$ cat config.mk
export PLATFORM = sky130hd
export DESIGN_NAME = irl_top
export DESIGN_NICKNAME = d
export VERILOG_FILES = /design/src/rtl/irl_pkg.sv /design/src/rtl/irl_if.sv /design/src/rtl/irl_cfg_axil.sv /design/src/rtl/irl_lookup.sv /design/src/rtl/irl_mem.sv /design/src/rtl/irl_meter.sv /design/src/rtl/irl_top.sv
export SDC_FILE = /design/constraint.sdc
export NUM_CORES = 2
export LEC_CHECK = 0
export BUFFER_PORTS_ARGS = -buffer_cell sky130_fd_sc_hd__buf_2
export CELL_PAD_IN_SITES_DETAIL_PLACEMENT = 1
export CELL_PAD_IN_SITES_GLOBAL_PLACEMENT = 1
export CORE_UTILIZATION = 56
export CTS_BUF_LIST = sky130_fd_sc_hd__clkbuf_2 sky130_fd_sc_hd__clkbuf_4 sky130_fd_sc_hd__clkbuf_8
export DETAILED_ROUTE_END_ITERATION = 10
export PLACE_DENSITY_LB_ADDON = 0.1
export SKIP_CTS_REPAIR_TIMING = 1
export SYNTH_ARGS = -nofsm -noshare
export SYNTH_HDL_FRONTEND = slang
export SYNTH_SLANG_ARGS = --single-unit
$ cat constraint.sdc
create_clock -name clk -period 15.55 [get_ports clk]
set_input_delay 0 -clock clk [delete_from_list [all_inputs] [get_ports clk]]
set_output_delay 0 -clock clk [all_outputs]
set_load 0.005 [all_outputs]
$ cat src/rtl/irl_pkg.sv
// Ingress rate limiter definitions
package irl_pkg;

	localparam int FLOW_NBITS     = 4;
	localparam int NUM_FLOWS      = 1 << FLOW_NBITS;
	localparam int PROFILE_NBITS  = 2;
	localparam int NUM_PROFILES   = 1 << PROFILE_NBITS;
	localparam int TOKEN_NBITS    = 16;
	localparam int RATE_NBITS     = 12;
	localparam int TIME_NBITS     = 16;
	localparam int LEN_NBITS      = 14;
	localparam int FILL_NBITS     = RATE_NBITS + TIME_NBITS + 1;
	localparam int AXI_ADDR_NBITS = 8;
	localparam int AXI_DATA_NBITS = 32;

	// two words per profile, one word per flow.
	localparam logic [AXI_ADDR_NBITS-1:0] PROFILE_BASE = 8'h00;
	localparam logic [AXI_ADDR_NBITS-1:0] FLOW_BASE    = 8'h40;
	localparam int PROFILE_SPAN_NBITS = PROFILE_NBITS + 3;
	localparam int FLOW_SPAN_NBITS    = FLOW_NBITS + 2;

	localparam logic [1:0] AXI_RESP_OKAY   = 2'b00;
	localparam logic [1:0] AXI_RESP_SLVERR = 2'b10;

	typedef enum logic [1:0] {
		GREEN  = 2'd0,
		YELLOW = 2'd1,
		RED    = 2'd2
	} color_e;

	// bus word layout is {reserved, rate, burst}.
	typedef struct packed {
		logic [AXI_DATA_NBITS-RATE_NBITS-TOKEN_NBITS-1:0] rsvd;
		logic [RATE_NBITS-1:0]                            rate;
		logic [TOKEN_NBITS-1:0]                           burst;
	} rate_word_t;

	typedef struct packed {
		rate_word_t committed;
		rate_word_t excess;
	} profile_t;

	typedef struct packed {
		logic [TOKEN_NBITS-1:0] ctok;
		logic [TOKEN_NBITS-1:0] etok;
		logic [TIME_NBITS-1:0]  last_time;
	} bucket_t;

	typedef struct packed {
		logic [FLOW_NBITS-1:0] flow;
		logic [LEN_NBITS-1:0]  len;
		logic [TIME_NBITS-1:0] tstamp;
	} pkt_t;

	function automatic logic is_profile_addr(input logic [AXI_ADDR_NBITS-1:0] a);
		return (a >> PROFILE_SPAN_NBITS) == (PROFILE_BASE >> PROFILE_SPAN_NBITS);
	endfunction

	function automatic logic is_flow_addr(input logic [AXI_ADDR_NBITS-1:0] a);
		return (a >> FLOW_SPAN_NBITS) == (FLOW_BASE >> FLOW_SPAN_NBITS);
	endfunction

endpackage

$ cat src/rtl/irl_if.sv
// Rate limiter internal ports
`timescale 1ns/1ps

// bucket and profile lookup, answered one cycle after rd.
interface irl_lookup_if import irl_pkg::*; ();
	logic                  rd;
	logic [FLOW_NBITS-1:0] flow;
	logic                  ack;
	bucket_t               bucket;
	profile_t              profile;
	logic                  fresh;
	logic                  configured;

	modport lookup (
		output rd, flow,
		input  ack, bucket, profile, fresh, configured
	);
	modport mem (
		input  rd, flow,
		output ack, bucket, profile, fresh, configured
	);
endinterface

// configuration access into the tables.
interface irl_cfg_if import irl_pkg::*; ();
	logic                      wr;
	logic                      rd;
	logic [AXI_ADDR_NBITS-1:0] addr;
	logic [AXI_DATA_NBITS-1:0] wdata;
	logic                      ack;
	logic [AXI_DATA_NBITS-1:0] rdata;

	modport bus (output wr, rd, addr, wdata, input ack, rdata);
	modport mem (input wr, rd, addr, wdata, output ack, rdata);
endinterface

$ cat src/rtl/irl_cfg_axil.sv
// AXI4-Lite configuration slave
`timescale 1ns/1ps

module irl_cfg_axil import irl_pkg::*; (
	input  logic                        clk,
	input  logic                        rst_n,
	input  logic [AXI_ADDR_NBITS-1:0]   awaddr,
	input  logic                        awvalid,
	output logic                        awready,
	input  logic [AXI_DATA_NBITS-1:0]   wdata,
	input  logic [AXI_DATA_NBITS/8-1:0] wstrb,
	input  logic                        wvalid,
	output logic                        wready,
	output logic [1:0]                  bresp,
	output logic                        bvalid,
	input  logic                        bready,
	input  logic [AXI_ADDR_NBITS-1:0]   araddr,
	input  logic                        arvalid,
	output logic                        arready,
	output logic [AXI_DATA_NBITS-1:0]   rdata,
	output logic [1:0]                  rresp,
	output logic                        rvalid,
	input  logic                        rready,
	irl_cfg_if.bus                      cfg
);

	typedef enum logic [2:0] {
		ST_IDLE,
		ST_WR_WAIT,
		ST_WR_RESP,
		ST_RD_WAIT,
		ST_RD_RESP
	} state_e;

	state_e     state;
	logic       in_map;
	logic [1:0] resp;

	assign in_map = is_profile_addr(cfg.addr) || is_flow_addr(cfg.addr);
	assign resp   = in_map ? AXI_RESP_OKAY : AXI_RESP_SLVERR;

	// one access at a time, writes win over reads.
	always_ff @(posedge clk or negedge rst_n) begin
		if (!rst_n) begin
			state   <= ST_IDLE;
			awready <= 1'b0;
			wready  <= 1'b0;
			arready <= 1'b0;
			bvalid  <= 1'b0;
			rvalid  <= 1'b0;
			cfg.wr  <= 1'b0;
			cfg.rd  <= 1'b0;
		end else begin
			case (state)
				ST_IDLE: begin
					if (awvalid && wvalid) begin
						awready <= 1'b1;
						wready  <= 1'b1;
						cfg.wr  <= 1'b1;
						state   <= ST_WR_WAIT;
					end else if (arvalid) begin
						arready <= 1'b1;
						cfg.rd  <= 1'b1;
						state   <= ST_RD_WAIT;
					end
				end
				ST_WR_WAIT: begin
					awready <= 1'b0;
					wready  <= 1'b0;
					cfg.wr  <= 1'b0;
					if (cfg.ack) begin
						bvalid <= 1'b1;
						state  <= ST_WR_RESP;
					end
				end
				ST_WR_RESP: begin
					if (bready) begin
						bvalid <= 1'b0;
						state  <= ST_IDLE;
					end
				end
				ST_RD_WAIT: begin
					arready <= 1'b0;
					cfg.rd  <= 1'b0;
					if (cfg.ack) begin
						rvalid <= 1'b1;
						state  <= ST_RD_RESP;
					end
				end
				ST_RD_RESP: begin
					if (rready) begin
						rvalid <= 1'b0;
						state  <= ST_IDLE;
					end
				end
				default: state <= ST_IDLE;
			endcase
		end
	end

	// byte lanes without a strobe are written as zero.
	always_ff @(posedge clk) begin
		if (state == ST_IDLE) begin
			if (awvalid && wvalid) begin
				cfg.addr <= awaddr;
				for (int i = 0; i < AXI_DATA_NBITS / 8; i++)
					cfg.wdata[8*i +: 8] <= wstrb[i] ? wdata[8*i +: 8] : 8'h00;
			end else if (arvalid) begin
				cfg.addr <= araddr;
			end
		end
		if (state == ST_WR_WAIT && cfg.ack)
			bresp <= resp;
		if (state == ST_RD_WAIT && cfg.ack) begin
			rdata <= cfg.rdata;
			rresp <= resp;
		end
	end

	// a write response needs the address and data handshake two edges earlier.
	a_bvalid_after_write: assert property (@(posedge clk) disable iff (!rst_n)
		$rose(bvalid) |-> $past(awvalid && awready && wvalid && wready, 2));

	a_b_stable: assert property (@(posedge clk) disable iff (!rst_n)
		bvalid && !bready |=> bvalid && $stable(bresp));

	a_r_stable: assert property (@(posedge clk) disable iff (!rst_n)
		rvalid && !rready |=> rvalid && $stable(rdata) && $stable(rresp));

endmodule

$ cat src/rtl/irl_lookup.sv
// Rate limiter lookup stage
`timescale 1ns/1ps

module irl_lookup import irl_pkg::*; (
	input  logic                  clk,
	input  logic                  rst_n,
	input  logic                  pkt_valid,
	input  logic [FLOW_NBITS-1:0] pkt_flow,
	input  logic [LEN_NBITS-1:0]  pkt_len,
	input  logic [TIME_NBITS-1:0] pkt_time,
	irl_lookup_if.lookup          lk,
	output pkt_t                  pkt_out,
	output logic                  pkt_out_valid
);

	pkt_t pkt_q;
	logic valid_q;

	always_ff @(posedge clk or negedge rst_n) begin
		if (!rst_n) begin
			valid_q       <= 1'b0;
			pkt_out_valid <= 1'b0;
		end else begin
			valid_q       <= pkt_valid;
			pkt_out_valid <= valid_q;
		end
	end

	// packet payload, no reset.
	always_ff @(posedge clk) begin
		pkt_q.flow   <= pkt_flow;
		pkt_q.len    <= pkt_len;
		pkt_q.tstamp <= pkt_time;
		pkt_out      <= pkt_q;
	end

	// read issued in the cycle after capture.
	// the memory answers on the same edge that moves the packet on.
	assign lk.rd   = valid_q;
	assign lk.flow = pkt_q.flow;

endmodule

$ cat src/rtl/irl_mem.sv
// Rate limiter tables and bucket memory
`timescale 1ns/1ps

module irl_mem import irl_pkg::*; (
	input  logic                  clk,
	input  logic                  rst_n,
	irl_lookup_if.mem             lk,
	irl_cfg_if.mem                cfg,
	input  logic                  bkt_wr,
	input  logic [FLOW_NBITS-1:0] bkt_flow,
	input  bucket_t               bkt_state
);

	profile_t                 prof_tab [NUM_PROFILES];
	logic [PROFILE_NBITS-1:0] flow_prof [NUM_FLOWS];
	bucket_t                  bkt_ram [NUM_FLOWS];
	logic [NUM_FLOWS-1:0]     configured;
	logic [NUM_FLOWS-1:0]     fresh;
	logic [NUM_FLOWS-1:0]     fresh_nxt;

	logic                     prof_hit;
	logic                     flow_hit;
	logic [PROFILE_NBITS-1:0] cfg_prof;
	logic [FLOW_NBITS-1:0]    cfg_flow;
	logic                     flow_cfg_wr;

	assign prof_hit    = is_profile_addr(cfg.addr);
	assign flow_hit    = is_flow_addr(cfg.addr);
	assign cfg_prof    = cfg.addr[3 +: PROFILE_NBITS];
	assign cfg_flow    = cfg.addr[2 +: FLOW_NBITS];
	assign flow_cfg_wr = cfg.wr && flow_hit;

	// a table write in the same cycle as a bucket write keeps the flow fresh.
	always_comb begin
		fresh_nxt = fresh;
		if (bkt_wr)
			fresh_nxt[bkt_flow] = 1'b0;
		if (flow_cfg_wr)
			fresh_nxt[cfg_flow] = 1'b1;
	end

	always_ff @(posedge clk or negedge rst_n) begin
		if (!rst_n) begin
			configured    <= '0;
			fresh         <= '0;
			cfg.ack       <= 1'b0;
			lk.ack        <= 1'b0;
			lk.fresh      <= 1'b0;
			lk.configured <= 1'b0;
		end else begin
			fresh   <= fresh_nxt;
			cfg.ack <= cfg.rd || cfg.wr;
			lk.ack  <= lk.rd;
			if (flow_cfg_wr)
				configured[cfg_flow] <= 1'b1;
			// fresh is read through the pending update.
			if (lk.rd) begin
				lk.fresh      <= fresh_nxt[lk.flow];
				lk.configured <= configured[lk.flow];
			end
		end
	end

	always_ff @(posedge clk) begin
		if (cfg.wr && prof_hit) begin
			if (cfg.addr[2])
				prof_tab[cfg_prof].excess <= cfg.wdata;
			else
				prof_tab[cfg_prof].committed <= cfg.wdata;
		end
		if (flow_cfg_wr)
			flow_prof[cfg_flow] <= cfg.wdata[PROFILE_NBITS-1:0];
		if (bkt_wr)
			bkt_ram[bkt_flow] <= bkt_state;
	end

	// lookup read, bypassing the bucket write landing on the same edge.
	always_ff @(posedge clk) begin
		if (lk.rd) begin
			lk.bucket  <= (bkt_wr && bkt_flow == lk.flow) ? bkt_state : bkt_ram[lk.flow];
			lk.profile <= prof_tab[flow_prof[lk.flow]];
		end
	end

	// configuration readback.
	always_ff @(posedge clk) begin
		if (cfg.rd) begin
			if (prof_hit)
				cfg.rdata <= cfg.addr[2] ? prof_tab[cfg_prof].excess : prof_tab[cfg_prof].committed;
			else if (flow_hit)
				cfg.rdata <= AXI_DATA_NBITS'(flow_prof[cfg_flow]);
			else
				cfg.rdata <= '0;
		end
	end

endmodule

$ cat src/rtl/irl_meter.sv
// Rate limiter meter stage
`timescale 1ns/1ps

module irl_meter import irl_pkg::*; (
	input  logic                  clk,
	input  logic                  rst_n,
	irl_lookup_if.lookup          lk,
	input  pkt_t                  pkt_in,
	input  logic                  pkt_in_valid,
	output logic                  bkt_wr,
	output logic [FLOW_NBITS-1:0] bkt_flow,
	output bucket_t               bkt_state,
	output logic                  result_valid,
	output logic [FLOW_NBITS-1:0] result_flow,
	output color_e                result_color
);

	logic                   go;
	logic                   fwd;
	logic                   fresh;
	bucket_t                cur;
	bucket_t                nxt;
	logic [TIME_NBITS-1:0]  elapsed;
	logic [TOKEN_NBITS-1:0] len_tok;
	color_e                 color;

	function automatic logic [TOKEN_NBITS-1:0] refill(
		input logic [TOKEN_NBITS-1:0] tok,
		input rate_word_t             rw,
		input logic [TIME_NBITS-1:0]  dt
	);
		logic [FILL_NBITS-1:0] sum;
		sum = FILL_NBITS'(tok) + FILL_NBITS'(rw.rate) * FILL_NBITS'(dt);
		if (sum > FILL_NBITS'(rw.burst))
			return rw.burst;
		return sum[TOKEN_NBITS-1:0];
	endfunction

	assign go = pkt_in_valid && lk.ack;

	// the previous packet's write is not yet in the RAM, so use it directly.
	assign fwd   = bkt_wr && bkt_flow == pkt_in.flow;
	assign cur   = fwd ? bkt_state : lk.bucket;
	assign fresh = lk.fresh && !fwd;

	always_comb begin
		elapsed = pkt_in.tstamp - cur.last_time;
		len_tok = TOKEN_NBITS'(pkt_in.len);
		if (fresh) begin
			nxt.ctok = lk.profile.committed.burst;
			nxt.etok = lk.profile.excess.burst;
		end else begin
			nxt.ctok = refill(cur.ctok, lk.profile.committed, elapsed);
			nxt.etok = refill(cur.etok, lk.profile.excess, elapsed);
		end
		nxt.last_time = pkt_in.tstamp;
		// the bucket that pays is charged, red pays nothing.
		if (!lk.configured) begin
			color = RED;
		end else if (nxt.ctok >= len_tok) begin
			color    = GREEN;
			nxt.ctok = nxt.ctok - len_tok;
		end else if (nxt.etok >= len_tok) begin
			color    = YELLOW;
			nxt.etok = nxt.etok - len_tok;
		end else begin
			color = RED;
		end
	end

	always_ff @(posedge clk or negedge rst_n) begin
		if (!rst_n) begin
			result_valid <= 1'b0;
			bkt_wr       <= 1'b0;
		end else begin
			result_valid <= go;
			bkt_wr       <= go && lk.configured;
		end
	end

	always_ff @(posedge clk) begin
		result_flow  <= pkt_in.flow;
		result_color <= color;
		bkt_flow     <= pkt_in.flow;
		bkt_state    <= nxt;
	end

	a_tokens_in_burst: assert property (@(posedge clk) disable iff (!rst_n)
		bkt_wr |-> bkt_state.ctok <= $past(lk.profile.committed.burst)
			&& bkt_state.etok <= $past(lk.profile.excess.burst));

endmodule

$ cat src/rtl/irl_top.sv
// Ingress rate limiter top level
`timescale 1ns/1ps

module irl_top import irl_pkg::*; (
	input  logic                        clk,
	input  logic                        rst_n,
	input  logic                        pkt_valid,
	input  logic [FLOW_NBITS-1:0]       pkt_flow,
	input  logic [LEN_NBITS-1:0]        pkt_len,
	input  logic [TIME_NBITS-1:0]       pkt_time,
	output logic                        result_valid,
	output logic [FLOW_NBITS-1:0]       result_flow,
	output color_e                      result_color,
	input  logic [AXI_ADDR_NBITS-1:0]   awaddr,
	input  logic                        awvalid,
	output logic                        awready,
	input  logic [AXI_DATA_NBITS-1:0]   wdata,
	input  logic [AXI_DATA_NBITS/8-1:0] wstrb,
	input  logic                        wvalid,
	output logic                        wready,
	output logic [1:0]                  bresp,
	output logic                        bvalid,
	input  logic                        bready,
	input  logic [AXI_ADDR_NBITS-1:0]   araddr,
	input  logic                        arvalid,
	output logic                        arready,
	output logic [AXI_DATA_NBITS-1:0]   rdata,
	output logic [1:0]                  rresp,
	output logic                        rvalid,
	input  logic                        rready
);

	pkt_t                  mid_pkt;
	logic                  mid_valid;
	logic                  bkt_wr;
	logic [FLOW_NBITS-1:0] bkt_flow;
	bucket_t               bkt_state;

	irl_lookup_if lk_if ();
	irl_cfg_if    cfg_if ();

	irl_cfg_axil u_cfg_axil (
		.clk(clk), .rst_n(rst_n),
		.awaddr(awaddr), .awvalid(awvalid), .awready(awready),
		.wdata(wdata), .wstrb(wstrb), .wvalid(wvalid), .wready(wready),
		.bresp(bresp), .bvalid(bvalid), .bready(bready),
		.araddr(araddr), .arvalid(arvalid), .arready(arready),
		.rdata(rdata), .rresp(rresp), .rvalid(rvalid), .rready(rready),
		.cfg(cfg_if.bus)
	);

	irl_lookup u_lookup (
		.clk(clk), .rst_n(rst_n),
		.pkt_valid(pkt_valid), .pkt_flow(pkt_flow), .pkt_len(pkt_len), .pkt_time(pkt_time),
		.lk(lk_if.lookup),
		.pkt_out(mid_pkt), .pkt_out_valid(mid_valid)
	);

	irl_meter u_meter (
		.clk(clk), .rst_n(rst_n),
		.lk(lk_if.lookup),
		.pkt_in(mid_pkt), .pkt_in_valid(mid_valid),
		.bkt_wr(bkt_wr), .bkt_flow(bkt_flow), .bkt_state(bkt_state),
		.result_valid(result_valid), .result_flow(result_flow), .result_color(result_color)
	);

	irl_mem u_mem (
		.clk(clk), .rst_n(rst_n),
		.lk(lk_if.mem),
		.cfg(cfg_if.mem),
		.bkt_wr(bkt_wr), .bkt_flow(bkt_flow), .bkt_state(bkt_state)
	);

endmodule

==> summary.txt <==
Layout
  – P&R area growth vs syn: 13.4%
  – Share of cells above drive strength 1: 0.231
  – Final Instance Area: 0.0813 mm^2
  – Final nets: 5615
  – Layout fillers: between 10000 and 15000
  – Final design utilization: 0.644

Global route
  – Remaining Overflow, GRT: 0
  – Total Routing Usage GR: 0.300
  – Vias in the first global route: 45086
  – Number of antenna violations at the first check in global routing: 5
  – First-pass GRT wire length: around 290000 um
  – Largest net degree at the start of global routing: 108

Floorplan
  – # IOs: 142
  – Starting Density: 0.568
  – Die area: roughly 0.13 mm^2
  – Core area: 0.126 mm^2
  – Die Span Y: about 360 um
  – Site Rows: 130
  – Die width: 360 um

STA
  – Final hold vios: 0
  – Fmax: roughly 67 MHz
  – Relative slew margins: 0.173
  – Post-route clock period utilization: 0.965
  – Worst-Margin Slew: 1.24 ns
  – Period minus WS final: between 15 and 20 ns
  – Hold Slack: 0.00112 ns
  – Slew Viols, Final: 0
  – Worst clock skew: 0.0436 ns
  – Final setup violating endpoints: 0

CTS
  – Reg clk slew, reported paths: 0.06 ns
  – Clock buffer depth: 3
  – Cts bufs inserted: 222
  – CTS sink cnt: approximately 1400
  – Clock Tree Root: clkbuf_8
  – CTS tree: yes
  – Worst-Skew Late Latency: 0.95 ns
  – CTS H-tree lvls: 4

Synth
  – Mean Syn Cell Area: 15.8 um^2
  – Synth Register Bits: 1436
  – EDFF count, synth: ~1300
  – YS warnings: 0
  – Top_reg_cell synth: edfxtp_1
  – Post-synthesis sequential area ratio: 0.581
  – Synth area leaders: edfxtp_1 (53%), mux4_2 (12%), fa_1 (8.8%), ha_1 (4.0%), dfxtp_1 (3.5%)
  – Ys async rst share: 0.0320
  – Distinct cells, synth: 85
  – Yosys top cell area share: 0.530
  – Cell count after synthesis: 4535
  – Netlist Area Pre-Place: 0.0717 mm^2
  – Area leader, netlist: edfxtp_1

Setup path
  – WP buf/inv: 11
  – Most used cell, CP: inv_1
  – Crit path max-delay family: compound AO/OA/AOI/OAI gates
  – Worst setup EP type: register
  – R2r setup slk: 0.54 ns
  – Crit path DAT: 15.83 ns
  – Crit Path Max Fanout: 20
  – Crit path required time: 16.37 ns
  – Setup CP Type: reg -> reg
  – Setup crit start kind: register
  – Critical Path Max Stage Delay: roughly 0.56 ns
  – CP max-delay cell: or4b_4

Route
  – Total Wirelength: 209000 um
  – Wire length on met2: 105000 um
  – Metal-1 WL: 81200 um
  – 1st-iter DRT viols: between 4000 and 5000
  – Vias/cell: 6.30
  – Number of remaining DRC errors: 0
  – Post-route ant nets: 0
  – DRT Pass-1 Iters: 5
  – Max Used Layer: met4
  – Routed wl met3: 16300 um
  – Drt wl/cell: about 31 um
  – Vias: ~43000

Run status
  – Status: completed

Worst hold path
  – HP Class: in -> reg

Place
  – Post-DP Area: approximately 0.074 mm^2
  – RD Place Congestion: 0.899
  – Quantity of I/O buffers inserted on ports: 135
  – Hpwl dp: between 100000 and 150000 um

Run
  – Max-cap violations: 0
[sequential cells by signal (all words and copies together), names as in the netlist, 2 cells and up, named ones only]
name                  count
u_cfg_axil.rdata         32
u_cfg_axil.state          3
u_mem.prof_tab          256
u_mem.fresh              16
u_lookup.pkt_q           30
u_mem.lk.bucket          48
u_meter.result_color      2
u_meter.bkt_state        48
u_mem.configured         16
u_meter.bkt_flow          4
u_cfg_axil.cfg.wdata     32
u_cfg_axil.cfg.addr       6
u_lookup.pkt_out         34
u_mem.bkt_ram           768
u_lookup.lk.flow          4
u_mem.flow_prof          32
u_mem.lk.profile         56
u_mem.cfg.rdata          32
[worst register-to-register path, delay by kind of cell, from the launching register on]
family	cells	cell delay (ns)
adders and majority gates	10	4.04
DFF	1	0.38
and+or+nand+nor	12	2.45
muxes	3	1.06
AOI/OAI and AO/OA	22	5.23
xor gates and xnor gates	2	0.37
buffers and inverters	11	1.36
[path summary, 6_finish.rpt]
check,startpoint,end,depth (start not counted)
setup / recovery,u_meter.bkt_flow[3]$_DFF_P_,u_meter.bkt_state[18]$_DFF_P_,60
hold / removal,awvalid,u_cfg_axil.state[1]$_DFFE_PN0P_,6
setup reg to reg,u_meter.bkt_flow[3]$_DFF_P_,u_meter.bkt_state[18]$_DFF_P_,60
hold reg to reg,u_lookup.pkt_q[28]$_DFF_P_,u_lookup.pkt_out[28]$_DFF_P_,0
max in group asynchronous,rst_n,u_lookup.lk.rd$_DFF_PN0_,4
min in group asynchronous,rst_n,u_mem.configured[15]$_DFFE_PN0P_,4
[cells in the final DEF (no fill, tap or decap), types with 109 or more instances in the layout]
master         count
edfxtp_1        1264
mux4_2           389
nand2_1          229
fa_1             315
o21ai_0          109
inv_1            508
buf_2            135
nor2_1           116
and2_1           207
dlygate4sd3_1    205
ha_1             226
dfxtp_1          120
clkbuf_8         247
[cell families after synthesis]
group / share of synthesized area
muxes: 0.151
other: 0.0000523
adders and majority gates: 0.128
AOI/OAI and AO/OA: 0.0351
DFF: 0.581
xor gates and xnor gates: 0.00745
buffers and inverters: 0.0381
and+or+nand+nor: 0.0597
[synth_stat cells (all sizes together), types with 16 or more instances]
master	number
dfxtp	126
buf	60
nand4	16
ha	227
a21o	42
a21boi	24
o21ai	119
a211oi	16
xnor2	42
and2	208
and3	17
fa	315
nor3	38
nor2b	48
mux4	390
nand2	229
dfrtp	46
edfxtp	1264
mux2	105
inv	510
nor2	136
nand3	33
clkbuf	138
or2	20
a21oi	74
xor2	19
mux2i	80
nand2b	40
[per-layer routing]
layer  GRT usage  vias up
met5           0        -
met4      0.0928        0
met3      0.0504      408
met2       0.494     2240
met1       0.414    22732
li1            -    17635
[metrics by stage]
| stage | setup slack [ns] | instances | TNS (ns) |
|---|---|---|---|
| after floorplan | 2.31 | 4536 | 0 |
| after global placement | 0.787 | 6196 | 0 |
| after detailed placement | 0.314 | 6196 | 0 |
| after CTS | 0.149 | 6616 | 0 |
| after global routing | -0.164 | 6826 | -2.53 |
| final | 0.540 | 6827 | 0 |
[final cells by class]
class,count,area (um^2),area share
Antenna cell,2,5.00,0.0000616
Tap cell,1650,2060,0.0254
Sequential cell,1436,41700,0.512
Multi-Input combinational cell,2393,27700,0.340
Clock inverter,70,477,0.00586
Timing Repair Buffer,416,3330,0.0410
Clock buffer,350,4170,0.0513
Inverter,510,1910,0.0236
Power is left out: the tool's default activity adds up to more than one toggle a clock period on the data nets, which glitch-free logic cannot reach.
